**src/lsu_settings.svh**
```systemverilog
// load/store unit settings
`ifndef LSU_SETTINGS_SVH
`define LSU_SETTINGS_SVH

// ********************
// datapath
// ********************

// data and address width in bits.
`define LSU_XLEN 32

// ********************
// data memory
// ********************

// depth in words, the word index wraps at this size.
`define LSU_MEM_WORDS 256

// stall cycles before each access is taken, zero allowed.
`define LSU_WAIT_STATES 2

`endif

```
**src/lsu_pkg.sv**
```systemverilog
// load/store unit types
`include "lsu_settings.svh"

package lsu_pkg;

    // ********************
    // operations
    // ********************

    typedef enum logic [2:0] {
        MEM_LB  = 3'd0,
        MEM_LH  = 3'd1,
        MEM_LW  = 3'd2,
        MEM_LBU = 3'd3,
        MEM_LHU = 3'd4,
        MEM_SB  = 3'd5,
        MEM_SH  = 3'd6,
        MEM_SW  = 3'd7
    } mem_op_e;

    // ********************
    // request and bus
    // ********************

    // request as seen from the core.
    typedef struct packed {
        mem_op_e              op;
        logic [`LSU_XLEN-1:0] addr;   // byte address.
        logic [`LSU_XLEN-1:0] wdata;
    } lsu_req_t;

    // one word access toward the memory.
    typedef struct packed {
        logic                 sel;
        logic                 we;
        logic [`LSU_XLEN-3:0] word_addr;
        logic [`LSU_XLEN-1:0] wdata;    // already on its lanes.
        logic [3:0]           mask;
    } bus_req_t;

    // what the load result path needs one cycle later.
    typedef struct packed {
        mem_op_e    op;
        logic [1:0] offset;
    } load_ctx_t;

    function automatic logic is_store(input mem_op_e op);
        return (op == MEM_SB) || (op == MEM_SH) || (op == MEM_SW);
    endfunction

endpackage

```
**src/store_align.sv**
```systemverilog
// store lane alignment
`include "lsu_settings.svh"

module store_align (
    input  lsu_pkg::lsu_req_t     req_i,
    output logic [`LSU_XLEN-3:0]  addr_o,
    output logic [3:0]            mask_o,
    output logic [`LSU_XLEN-1:0]  wdata_o
);
    import lsu_pkg::*;

    logic [1:0] offset;

    assign offset = req_i.addr[1:0];
    assign addr_o = req_i.addr[`LSU_XLEN-1:2];   // low bits dropped.

    always_comb begin
        case (req_i.op)
            MEM_SB: begin
                mask_o  = 4'b0001 << offset;
                wdata_o = {4{req_i.wdata[7:0]}};
            end
            MEM_SH: begin
                // bit 0 ignored for halves.
                mask_o  = offset[1] ? 4'b1100 : 4'b0011;
                wdata_o = {2{req_i.wdata[15:0]}};
            end
            MEM_SW: begin
                mask_o  = 4'b1111;
                wdata_o = req_i.wdata;
            end
            default: begin
                mask_o  = 4'b1111;   // loads, we is low.
                wdata_o = req_i.wdata;
            end
        endcase
    end

endmodule

```
**config.mk**
```make
export PLATFORM = sky130hd
export DESIGN_NAME = store_align
export DESIGN_NICKNAME = d
export VERILOG_FILES = /design/src/lsu_pkg.sv /design/src/store_align.sv
export VERILOG_INCLUDE_DIRS = /design/src /design/src/src
export SDC_FILE = /design/constraint.sdc
export NUM_CORES = 1
export LEC_CHECK = 0
export ABC_AREA = 1
export BUFFER_PORTS_ARGS = -buffer_cell sky130_fd_sc_hd__clkbuf_2
export CORE_ASPECT_RATIO = 1.25
export CORE_MARGIN = 8
export CORE_UTILIZATION = 30
export DETAILED_ROUTE_END_ITERATION = 8
export PLACE_DENSITY = 0.92
export SYNTH_ARGS = -nofsm -noshare
export SYNTH_HDL_FRONTEND = slang
export SYNTH_SLANG_ARGS = --single-unit
```
**constraint.sdc**
```tcl
create_clock -name vclk -period 1.2
set_clock_uncertainty 0.2 [all_clocks]
set_input_delay 0.12 -clock vclk [all_inputs]
set_output_delay 0.12 -clock vclk [all_outputs]
set_load 0.01 [all_outputs]
```
==> impl_metrics.tcl <==
set metrics [dict create \
    vias 1072 \
    netlist_area_um2 846 \
    num_rows 21 \
    start_kind "primary input" \
    synth_nets 218 \
    drc 0 \
    grt_max_degree 13 \
    coreArea_mm2 0.00268 \
    antenna_found_initial 0 \
    peakVddDrop_mv 0.174 \
    dieArea_mm2 0.00478 \
    fmax_mhz 819 \
    wire_per_inst_um 14.6 \
    synthTopCellsByArea "buf_4, nand2_1, nand4_1" \
    fin_cells 225 \
    grt_pass1_vias 1095 \
    min_from "req_i[50]" \
    routed_wirelength_um 3290 \
    ys_seq_area_share_pct 0 \
    required_ps 880 \
    relSlewSlack_pct 89.6 \
    io_pins 133 \
    netlist.area_leader.share_pct 36.4 \
    min_path_cells 0 \
    p_leak_nw 0.734 \
    die_width_um 63.5 \
    grt-ovfl-total 0 \
    post-route-util_pct 43.7 \
    worst_pin_slew_ps 156 \
    layout-drive-gt1-share_pct 54.5 \
    cts_hold_repair.buffers 0 \
    ant_nets 0 \
    diodes 0 \
    end_kind "output port" \
    drtIter0Drc 43 \
    placed_cells 223 \
    total_power_mw 0.478 \
    cap_violations 0 \
    die_h_um 75.4 \
    globalplace.congestion 0.793 \
    dp_slack_ps -85.1 \
    hold_class "primary input to output port" \
    setup_viol_count_final 9 \
    firstDrtPassIters 4 \
    area_growth_pct 38.3 \
    design.seq.count 0 \
    grt_pass1_wl_um 4960 \
    setup_ws_ps -21.1 \
    p_per_area_mw_per_mm2 409 \
    nets 260 \
    rsz0062_at_grt "true" \
    synth_cell_types 11 \
    postSynthAreaPerCell_um2 5.60 \
    dp_hpwl_um 2690 \
    synth_cells 151 \
    arrival_ps 900 \
    path_max_fanout 5 \
    failed_checks "negative setup slack" \
    yosysMostFrequentCell "nand2_1" \
    min_period_ps 1220 \
    via_per_inst 4.76 \
    post-route-period-util_pct 102 \
    slew_viol_final 0 \
    hold_end "addr_o[16]" \
    grtUsageTotal_pct 12.3 \
    path_class "primary input to output port" \
    ys_warn_count 0 \
    io_buffer_count 73 \
    synth_top_area_cell "buf_4" \
    status "finished with violations" \
    start_util_pct 31.6 \
    synth_common_cells "nand2_1, buf_4, nand3_1, nand4_1, inv_1" \
    hold_viol_final 0 \
    final-seq-area_um2 0 \
    nClkBuffers 0 \
]
==> area by class of cell <==
cell class | instances | area (µm²)
fill | 298 | 1510
timing repair buffer | 86 | 581
multi-input combinational | 93 | 487
inverter | 12 | 60.1
tap | 34 | 42.5
==> where the power goes <==
| group | switching [mW] | internal (mW) |
|---|---|---|
| clock network | 0 | 0 |
| logic | 0.254 | 0.225 |
| registers | 0 | 0 |
| total | 0.254 | 0.225 |
==> layout by cell type, fill, tap and decap left out, drive strengths merged <==
cell	instances
clkbuf	60
nand2	59
buf	26
nand3	18
nand4	16
inv	11
clkinv	1
==> worst max path at each step <==
| stage | start | end | slack, ps | depth (start not counted) |
|---|---|---|---|---|
| final | req_i[64] | mask_o[3] | -20 | 8 |
| after global routing | req_i[64] | wdata_o[24] | -70 | 7 |
| after CTS | req_i[64] | mask_o[3] | -30 | 8 |
| after detailed placement | req_i[64] | wdata_o[23] | -90 | 7 |
| after global placement | req_i[64] | wdata_o[22] | -30 | 7 |
| after floorplan | req_i[64] | wdata_o[18] | 100 | 7 |
==> what timing repair did <==
item | 4_1_cts | 5_1_grt
gates resized for setup | 15 | 29
setup buffers | 1 | 0
pin swaps | 1 | 3
endpoints found under the setup margin | 26 | 28
gates cloned | 1 | 1
==> cells by family after synthesis <==
logic type | after synthesis | synth area share [%]
simple gates | 93 | 51.9
buf+inv | 58 | 48.1
==> worst max-delay path: stages <==
cell and delay [ps]:
clkbuf_16 140, clkinv_8 50, nand3_4 130, buf_12 180, nand2_4 60, nand2_2 40
nand2_1 50, buf_2 130
==> metrics by stage <==
step	hold WS [ps]	cell area, µm²	setup TNS [ps]
6_report	40.0	1170	-79.2
5_1_grt	40.0	1170	-1050
3_5_place_dp	40.1	1030	-970
3_3_place_gp	40.1	1030	-259
2_1_floorplan	132	846	0
4_1_cts	40.1	1140	-203
==> metal layers <==
metal / global-route usage (%) / wire length [µm] / vias up
met5: 0 / 0 / -
li1: - / - / 530
met2: 24.7 / 1720 / 42
met3: 2.65 / 251 / 22
met4: 6.70 / 165 / 0
met1: 11.4 / 1150 / 478
(Power assumes the default switching activity.)
