File: src/lsu_settings.svh
// load/store unit settings
`ifndef LSU_SETTINGS_SVH
`define LSU_SETTINGS_SVH

// ********************
// datapath
// ********************

// data and address width in bits.
`define LSU_XLEN 32

// ********************
// data memory
// ********************

// depth in words, the word index wraps at this size.
`define LSU_MEM_WORDS 256

// stall cycles before each access is taken, zero allowed.
`define LSU_WAIT_STATES 2

`endif

File: src/lsu_pkg.sv
// load/store unit types
`include "lsu_settings.svh"

package lsu_pkg;

    // ********************
    // operations
    // ********************

    typedef enum logic [2:0] {
        MEM_LB  = 3'd0,
        MEM_LH  = 3'd1,
        MEM_LW  = 3'd2,
        MEM_LBU = 3'd3,
        MEM_LHU = 3'd4,
        MEM_SB  = 3'd5,
        MEM_SH  = 3'd6,
        MEM_SW  = 3'd7
    } mem_op_e;

    // ********************
    // request and bus
    // ********************

    // request as seen from the core.
    typedef struct packed {
        mem_op_e              op;
        logic [`LSU_XLEN-1:0] addr;   // byte address.
        logic [`LSU_XLEN-1:0] wdata;
    } lsu_req_t;

    // one word access toward the memory.
    typedef struct packed {
        logic                 sel;
        logic                 we;
        logic [`LSU_XLEN-3:0] word_addr;
        logic [`LSU_XLEN-1:0] wdata;    // already on its lanes.
        logic [3:0]           mask;
    } bus_req_t;

    // what the load result path needs one cycle later.
    typedef struct packed {
        mem_op_e    op;
        logic [1:0] offset;
    } load_ctx_t;

    function automatic logic is_store(input mem_op_e op);
        return (op == MEM_SB) || (op == MEM_SH) || (op == MEM_SW);
    endfunction

endpackage

File: src/lsu_ctrl.sv
// load/store control
module lsu_ctrl (
    input  logic               clk_i,
    input  logic               rst_n_i,
    input  logic               start_i,
    input  logic               hold_i,
    input  lsu_pkg::mem_op_e   op_i,
    input  logic [1:0]         offset_i,
    input  logic               mem_stall_i,
    output logic               bus_sel_o,
    output logic               bus_we_o,
    output logic               done_o,
    output logic               load_valid_o,
    output lsu_pkg::load_ctx_t ctx_o
);
    import lsu_pkg::*;

    logic      accept;
    logic      store_op;
    logic      load_valid_q;
    load_ctx_t ctx_q;

    // ********************
    // bus side
    // ********************

    assign store_op  = is_store(op_i);
    assign bus_sel_o = start_i && !hold_i;   // downstream stall blocks the bus.
    assign bus_we_o  = bus_sel_o && store_op;

    // memory takes the access in this cycle.
    assign accept = start_i && !hold_i && !mem_stall_i;

    // idle core sees done, busy core waits for acceptance.
    assign done_o = start_i ? accept : 1'b1;

    // ********************
    // load result context
    // ********************

    always_ff @(posedge clk_i) begin
        if (!rst_n_i) begin
            load_valid_q <= 1'b0;
        end else begin
            load_valid_q <= accept && !store_op;
        end
    end

    // payload only, qualified by load_valid_o.
    always_ff @(posedge clk_i) begin
        if (accept && !store_op) begin
            ctx_q.op     <= op_i;
            ctx_q.offset <= offset_i;
        end
    end

    assign load_valid_o = load_valid_q;
    assign ctx_o        = ctx_q;

endmodule

File: config.mk
export PLATFORM = sky130hd
export DESIGN_NAME = lsu_ctrl
export DESIGN_NICKNAME = d
export VERILOG_FILES = /design/src/lsu_pkg.sv /design/src/lsu_ctrl.sv
export VERILOG_INCLUDE_DIRS = /design/src /design/src/src
export SDC_FILE = /design/constraint.sdc
export NUM_CORES = 1
export LEC_CHECK = 0
export BUFFER_PORTS_ARGS = -buffer_cell sky130_fd_sc_hd__buf_2
export CELL_PAD_IN_SITES_DETAIL_PLACEMENT = 1
export CELL_PAD_IN_SITES_GLOBAL_PLACEMENT = 1
export CORE_AREA = 2 2 39 41
export CTS_CLUSTER_DIAMETER = 100
export CTS_CLUSTER_SIZE = 10
export DETAILED_ROUTE_END_ITERATION = 16
export DIE_AREA = 0 0 41 43
export GPL_ROUTABILITY_DRIVEN = 0
export GPL_TIMING_DRIVEN = 0
export PLACE_DENSITY_LB_ADDON = 0.3
export SLEW_MARGIN = 10
export SYNTH_ARGS = -nofsm -noshare
export SYNTH_HDL_FRONTEND = slang
export SYNTH_SLANG_ARGS = --single-unit
File: constraint.sdc
create_clock -name clk_i -period 3.7 [get_ports clk_i]
set_clock_uncertainty 0.15 [all_clocks]
set_input_delay 0.37 -clock clk_i [delete_from_list [all_inputs] [get_ports clk_i]]
set_output_delay 0.37 -clock clk_i [all_outputs]
set_load 0.05 [all_outputs]
==> metrics <==
routed via count=about 200; Layout area overhead=61.58%; Worst path max stage delay=270 ps; clock slew at reported path FFs=50 ps; Detail Placement HPWL=about 460 um; setup TNS=0 ps; part of the cycle the worst path needs=0.4221; final core utilization=0.2586; HP Start=offset_i[1]; deepest clock path buffer count=2; Slew Limit Fails=0; clk sinks=6; Storage cell area=around 170 sq um; Seq/Total Area, Yosys=0.7684; CP arrival=around 1000 ps; cell row count=14; RSZ-0062 raised after global routing=no; Post-CTS Hold Buffers=0; slowest CP cell=buf_2; total track usage=0.08704; die span in x=a little over 40 um; CP Capture Type=output pin; Chip Height=between 40 and 50 um; Ys Warns=0; FF+latch count, synth=6; Max IR drop VDD=about 0.086 mV; vias in the first global route=210; setup repair bufs after CTS=0; Primary FF master, synth=edfxtp_1; pin count of the biggest net entering global routing=6; Iteration-0 DRC Markers=2; CTS tree=built; final hold violation count=0; worst hold stages=1; Yosys top cell by area=edfxtp_1; crit path kind=in -> out; outcome=finished clean; Remaining Overflow, GRT=0; root buffer cell=clkbuf_4; netlist area before placement=221.5 sq um; Leak Pwr=roughly 0.16 nW; pwr dens=476.4 nW/um^2; Multi-input gate area=between 40 and 50 sq um; HP Class=in -> reg; crit path launch type=input port; number of flops mapped to enable cells by yosys=5; first-pass GRT wire length=931 um; Tot Pwr=~170 uW; Worst Tran Pin Value=~670 ps; share of the synthesized area in the top cell type=0.6780; Post-DRT Antenna Nets=0; First-pass DRT Iterations=2; cts repair resizes=0; H-tree depth=1; ys async rst share=0; required time of the critical path=3180 ps; Avg Inst Size Synth=roughly 16 sq um; dominant cells by area after synthesis=edfxtp_1 (68%), dfxtp_1 (9.0%), nor4b_2 (6.8%); antenna violations before repair=0; TritonCTS Buffers=3; cell mode on critical path=buf_2; min Tclk post-route=about 1600 ps; Final setup viols=0; nets=47; synth cell count leaders=edfxtp_1 (5), o21ai_0 (2); Slew headroom=0.5520; Max Clk Rate=~0.64 GHz; # DRC=0; fillcell total=174; area of the die=~1800 sq um; max_cap viols=0; Routed WL per cell=11.08 um; # IOs=19; CP Cell Sequence=buf_2 > nand2b_1 > nor2_1 > buf_2; Synth cell types=9; syn nets=24; crit-path max FO=4; Via density=3.769; Initial Util=0.1600; Gate Count Post-Synth=14; WHS Endpoint=ctx_o[1]; port bufs=18; n_diodes=0; layout cells sized above 1=0.6111; drt total wl=~580 um; cell with the most instances after synthesis=edfxtp_1; placeable core region=around 1400 sq um
## per-layer routing
layer / part of all wire / global-route usage / up-vias
met1: 0.38 / 0.08911 / 81
met3: 0.17 / 0.06283 / 0
met5: 0 / 0 / -
met2: 0.45 / 0.1094 / 19
met4: 0 / 0.08000 / 0
li1: - / - / 96
## per-stage QoR
stage	instances	hold slack [ps]	cell area [sq um]	setup WS, ps
floorplan	14	291.4	221.5	1714
global placement	48	402.5	331.6	1968
detailed placement	48	406.9	331.6	1926
CTS	52	146.0	357.8	2136
global route	52	140.3	357.8	2089
finish	52	156.4	357.8	2138
## state kept, by name (all words and copies together), names as in the netlist
| register | cells |
|---|---|
| ctx_o | 5 |
| load_valid_o | 1 |
## logic make-up after synthesis
family	Yosys count	share of synthesized area
DFF	6	0.7683
and+or+nand+nor	4	0.1356
AOI/OAI and AO/OA	3	0.07911
buffers and inverters	1	0.01693
## worst max-delay path by stage
stage / start / end / slack (ps)
3_3_place_gp: op_i[1] / ctx_o[0] / 1970
4_1_cts: hold_i / bus_we_o / 2140
3_5_place_dp: op_i[1] / ctx_o[0] / 1930
2_1_floorplan: hold_i / done_o / 1710
6_report: hold_i / bus_we_o / 2140
5_1_grt: op_i[1] / ctx_o[0] / 2090
## area by class of cell
class                           instances  share of cell area
Sequential cell                         6              0.4755
Timing Repair Buffer                   18              0.2517
Multi-Input combinational cell          7              0.1329
Clock buffer                            4             0.07343
Tap cell                               16             0.05594
Inverter                                1             0.01049
## power breakdown
group	switching [mW]	internal, mW
Sequential	0.000465	0.0759
Combinational	0.0204	0.00765
Clock	0.0251	0.0409
Total	0.0460	0.125
## critical path: cells and delay by family
kind	cells	cell delay, ps
buffers and inverters	2	370
and+or+nand+nor	2	310
## cell usage in the layout, fill, tap and decap left out, drive strengths merged
master and n:
buf 18, edfxtp 5, clkbuf 4, o21ai 2
o21a 1, nand2b 1, nor3 1, inv 1
nor2 1, nor4b 1, dfxtp 1
No activity file was read; power rests on OpenSTA's default activity.
