[src/lsu_settings.svh]
// load/store unit settings
`ifndef LSU_SETTINGS_SVH
`define LSU_SETTINGS_SVH

// ********************
// datapath
// ********************

// data and address width in bits.
`define LSU_XLEN 32

// ********************
// data memory
// ********************

// depth in words, the word index wraps at this size.
`define LSU_MEM_WORDS 256

// stall cycles before each access is taken, zero allowed.
`define LSU_WAIT_STATES 2

`endif

[src/lsu_pkg.sv]
// load/store unit types
`include "lsu_settings.svh"

package lsu_pkg;

    // ********************
    // operations
    // ********************

    typedef enum logic [2:0] {
        MEM_LB  = 3'd0,
        MEM_LH  = 3'd1,
        MEM_LW  = 3'd2,
        MEM_LBU = 3'd3,
        MEM_LHU = 3'd4,
        MEM_SB  = 3'd5,
        MEM_SH  = 3'd6,
        MEM_SW  = 3'd7
    } mem_op_e;

    // ********************
    // request and bus
    // ********************

    // request as seen from the core.
    typedef struct packed {
        mem_op_e              op;
        logic [`LSU_XLEN-1:0] addr;   // byte address.
        logic [`LSU_XLEN-1:0] wdata;
    } lsu_req_t;

    // one word access toward the memory.
    typedef struct packed {
        logic                 sel;
        logic                 we;
        logic [`LSU_XLEN-3:0] word_addr;
        logic [`LSU_XLEN-1:0] wdata;    // already on its lanes.
        logic [3:0]           mask;
    } bus_req_t;

    // what the load result path needs one cycle later.
    typedef struct packed {
        mem_op_e    op;
        logic [1:0] offset;
    } load_ctx_t;

    function automatic logic is_store(input mem_op_e op);
        return (op == MEM_SB) || (op == MEM_SH) || (op == MEM_SW);
    endfunction

endpackage

[src/load_extract.sv]
// load lane extraction
`include "lsu_settings.svh"

module load_extract (
    input  lsu_pkg::load_ctx_t    ctx_i,
    input  logic [`LSU_XLEN-1:0]  rdata_i,
    output logic [`LSU_XLEN-1:0]  result_o
);
    import lsu_pkg::*;

    logic [7:0]  byte_lane;
    logic [15:0] half_lane;

    // ********************
    // lane select
    // ********************

    always_comb begin
        byte_lane = rdata_i[8*ctx_i.offset +: 8];
        half_lane = ctx_i.offset[1] ? rdata_i[31:16] : rdata_i[15:0];
    end

    // ********************
    // extension
    // ********************

    always_comb begin
        case (ctx_i.op)
            MEM_LB: begin
                result_o = {{24{byte_lane[7]}}, byte_lane};
            end
            MEM_LBU: begin
                result_o = {24'h000000, byte_lane};
            end
            MEM_LH: begin
                result_o = {{16{half_lane[15]}}, half_lane};
            end
            MEM_LHU: begin
                result_o = {16'h0000, half_lane};
            end
            default: begin
                result_o = rdata_i;   // LW.
            end
        endcase
    end

endmodule

[config.mk]
export PLATFORM = sky130hd
export DESIGN_NAME = load_extract
export DESIGN_NICKNAME = d
export VERILOG_FILES = /design/src/lsu_pkg.sv /design/src/load_extract.sv
export VERILOG_INCLUDE_DIRS = /design/src /design/src/src
export SDC_FILE = /design/constraint.sdc
export NUM_CORES = 1
export LEC_CHECK = 0
export BUFFER_PORTS_ARGS = -buffer_cell sky130_fd_sc_hd__buf_2
export CELL_PAD_IN_SITES_DETAIL_PLACEMENT = 1
export CELL_PAD_IN_SITES_GLOBAL_PLACEMENT = 2
export CORE_ASPECT_RATIO = 1.75
export CORE_MARGIN = 2
export CORE_UTILIZATION = 19
export DETAILED_ROUTE_END_ITERATION = 12
export PLACE_DENSITY = 0.95
export SYNTH_ARGS = -nofsm -noshare
export SYNTH_HDL_FRONTEND = slang
export SYNTH_SLANG_ARGS = --single-unit
[constraint.sdc]
create_clock -name vclk -period 4.5
set_clock_uncertainty 0.15 [all_clocks]
set_input_delay 0.225 -clock vclk [all_inputs]
set_output_delay 0.225 -clock vclk [all_outputs]
set_load 0.01 [all_outputs]
==> summary.md <==
| Metric | Value |
|---|---|
| Critical Path AT | `between 2 and 2.5 ns` |
| Syn Inst Count | `101` |
| Adder-cell share of the synthesized area | `0%` |
| HP Class | `input port to primary output` |
| Unrepaired setup endpoints after global routing | `false` |
| Worst setup EP type | `primary output` |
| Cell Count, Final, Fillers Out | `206` |
| Crit path required time | `approximately 4.1 ns` |
| Worst setup SP type | `input port` |
| Post-CTS setup buffer count | `0` |
| Compound-cell area share of the yosys netlist | `50.9%` |
| Post-Synth Simple-Gate Area | `a little over a fifth` |
| Mean number of vias per cell | `about 5.0` |
| RePlAce Congestion | `0.757` |
| # setup viols final | `0` |
| DRT iter0 DRCs | `18` |
| Max_slew headroom | `35.2%` |
| Clock buffer count | `0` |
| Final nets | `between 150 and 200` |
| Vias in the first global route | `1043` |
| DRC viols | `0` |
| Placed cell count | `between 200 and 250` |
| WL/cell | `between 15 and 20 um` |
| Hpwl dp | `approximately 2500 um` |
| Commonest cells after routing, fill and taps aside | `buf_2, a21o_1, nand2_1` |
| Final hold viol count | `0` |
| Via count | `1025` |
| Ys Warns | `0` |
| GRT Total Usage | `14.3%` |
| Commonest non-fill, non-tap cell in the layout | `buf_2` |
| GRT overflow | `0` |
| Final wirelength | `3110 um` |
| Mux contribution to synthesized area | `18.6%` |
| Slew Viols, Final | `0` |
| Slew @ Worst Pin | `just under 1 ns` |
| CP Capture Point | `result_o[26]` |
| Starting Density | `approximately 20%` |
| First-pass GRT wire length | `approximately 5000 um` |
| Avg Cell Area, Syn | `roughly 7 um^2` |
| Core footprint | `between 0.003 and 0.004 mm^2` |
| Crit-path max FO | `16` |
| 1st-pass router iterations | `4` |
| Hold_buf cts | `0` |
| Port bufs | `69` |
| Max_cap viols | `0` |
| Multi-input gate area | `around 650 um^2` |
| Clock period minus worst slack | `2.46 ns` |
| Antenna Nets Post-Route | `0` |
| Xor and xnor area share after synthesis | `under 10%` |
| Initial antenna violation count | `0` |
| PD cells | `133 mW/mm^2` |
| Row count | `29` |
| Register Area | `0 um^2` |
| Crit share post-route | `around 55%` |
| Largest net degree at the start of global routing | `17` |
| Full die area | `~0.0043 mm^2` |
| Setup TNS | `0 ns` |
| Kind of critical path | `input port to primary output` |
| Combinational family with the most area after synthesis | `compound AO/OA/AOI/OAI gates` |
| # diodes | `0` |
| Die Span Y | `85.1 um` |
| FF+latch count | `0` |
| Post-synth cell types | `27` |
| Peak Freq | `between 0.4 and 0.5 GHz` |
| Post-synthesis net count | `138` |
| Layout cell share with drive strength beyond 1 | `45.0%` |
| Cell area after synthesis | `roughly 700 um^2` |
| Setup crit start | `ctx_i[1]` |
| Leakage | `about 0.66 nW` |
| Final core utilization | `between 20% and 30%` |
| Max VDD drop | `0.0000401 V` |
| Post-route total power | `around 0.14 mW` |
| Number of fill cells | `around 500` |
| Status | `complete, no violations` |
| Sequential share of the synthesized area | `0%` |
| I/O pins | `69` |
| Die X | `50.3 um` |
| Area grow syn2layout | `48.6%` |
| Post-cts resize count | `0` |
==> layer usage <==
layer / part of all wire, % / routed length, um / global-route usage (%) / up-vias
met5: 0 / 0 / 0 / -
met4: 0 / 0 / 0 / 0
met3: 5.1 / 160 / 0.880 / 0
li1: - / - / - / 509
met1: 39 / 1210 / 17.2 / 479
met2: 56 / 1740 / 28.5 / 37
==> where the power goes <==
group / internal, mW / total (mW) / switching (mW)
Sequential: 0 / 0 / 0
Clock: 0 / 0 / 0
Combinational: 0.0641 / 0.141 / 0.0768
Total: 0.0641 / 0.141 / 0.0768
==> worst min path at each step <==
| stage | from | end | slack, ns | cells after the start |
|---|---|---|---|---|
| 2_1_floorplan | rdata_i[16] | result_o[16] | 0.43 | 1 |
| 3_3_place_gp | rdata_i[21] | result_o[21] | 0.60 | 3 |
| 3_5_place_dp | rdata_i[21] | result_o[21] | 0.60 | 3 |
| 4_1_cts | rdata_i[19] | result_o[19] | 0.60 | 3 |
| 5_1_grt | rdata_i[20] | result_o[20] | 0.61 | 3 |
| 6_report | rdata_i[21] | result_o[21] | 0.60 | 3 |
==> kinds of logic after synthesis <==
| logic type | Yosys count |
|---|---|
| and+or+nand+nor | 32 |
| xor gates and xnor gates | 1 |
| AOI/OAI and AO/OA | 45 |
| buffers and inverters | 11 |
| muxes | 12 |
==> critical path, stage by stage <==
cell and delay, ns:
buf_2 0.32, mux4_2 0.29, nor2_2 0.05, a2111oi_4 0.89, a21o_1 0.17, buf_2 0.13
==> final cells by class <==
cell class | count | share of cell area [%]
inverter | 1 | 0.354
timing repair buffer | 69 | 32.6
tap | 46 | 5.43
multi-input combinational | 90 | 61.6
==> synthesized netlist by cell type <==
master,n,area [um^2]
a221o_1,8,80.1
a21o_1,16,120
o21ai_0,2,10.0
or3_1,2,12.5
buf_4,2,15.0
nand2_1,12,45.0
buf_2,3,15.0
nor2b_1,2,12.5
nor2_2,1,6.26
inv_1,1,3.75
mux4_2,1,22.5
buf_1,1,3.75
buf_6,1,11.3
o21bai_1,2,15.0
o211ai_1,1,7.51
a22oi_1,8,60.1
nor2_1,9,33.8
xnor2_1,1,8.76
o221ai_1,1,8.76
mux2i_1,11,110
a21oi_1,5,25.0
o31a_1,1,8.76
nand2b_1,3,18.8
and4b_1,1,10.0
a2111oi_4,1,27.5
clkbuf_1,3,11.3
nor3_1,2,10.0
==> through the flow <==
stage,hold WS [ns],setup slack [ns],instance area [um^2]
floorplan,0.429,2.60,713
global placement,0.599,2.07,1060
detailed placement,0.598,2.02,1060
CTS,0.601,2.02,1060
global route,0.615,1.89,1060
finish,0.598,2.04,1060
No activity file was read; power rests on OpenSTA's default activity.
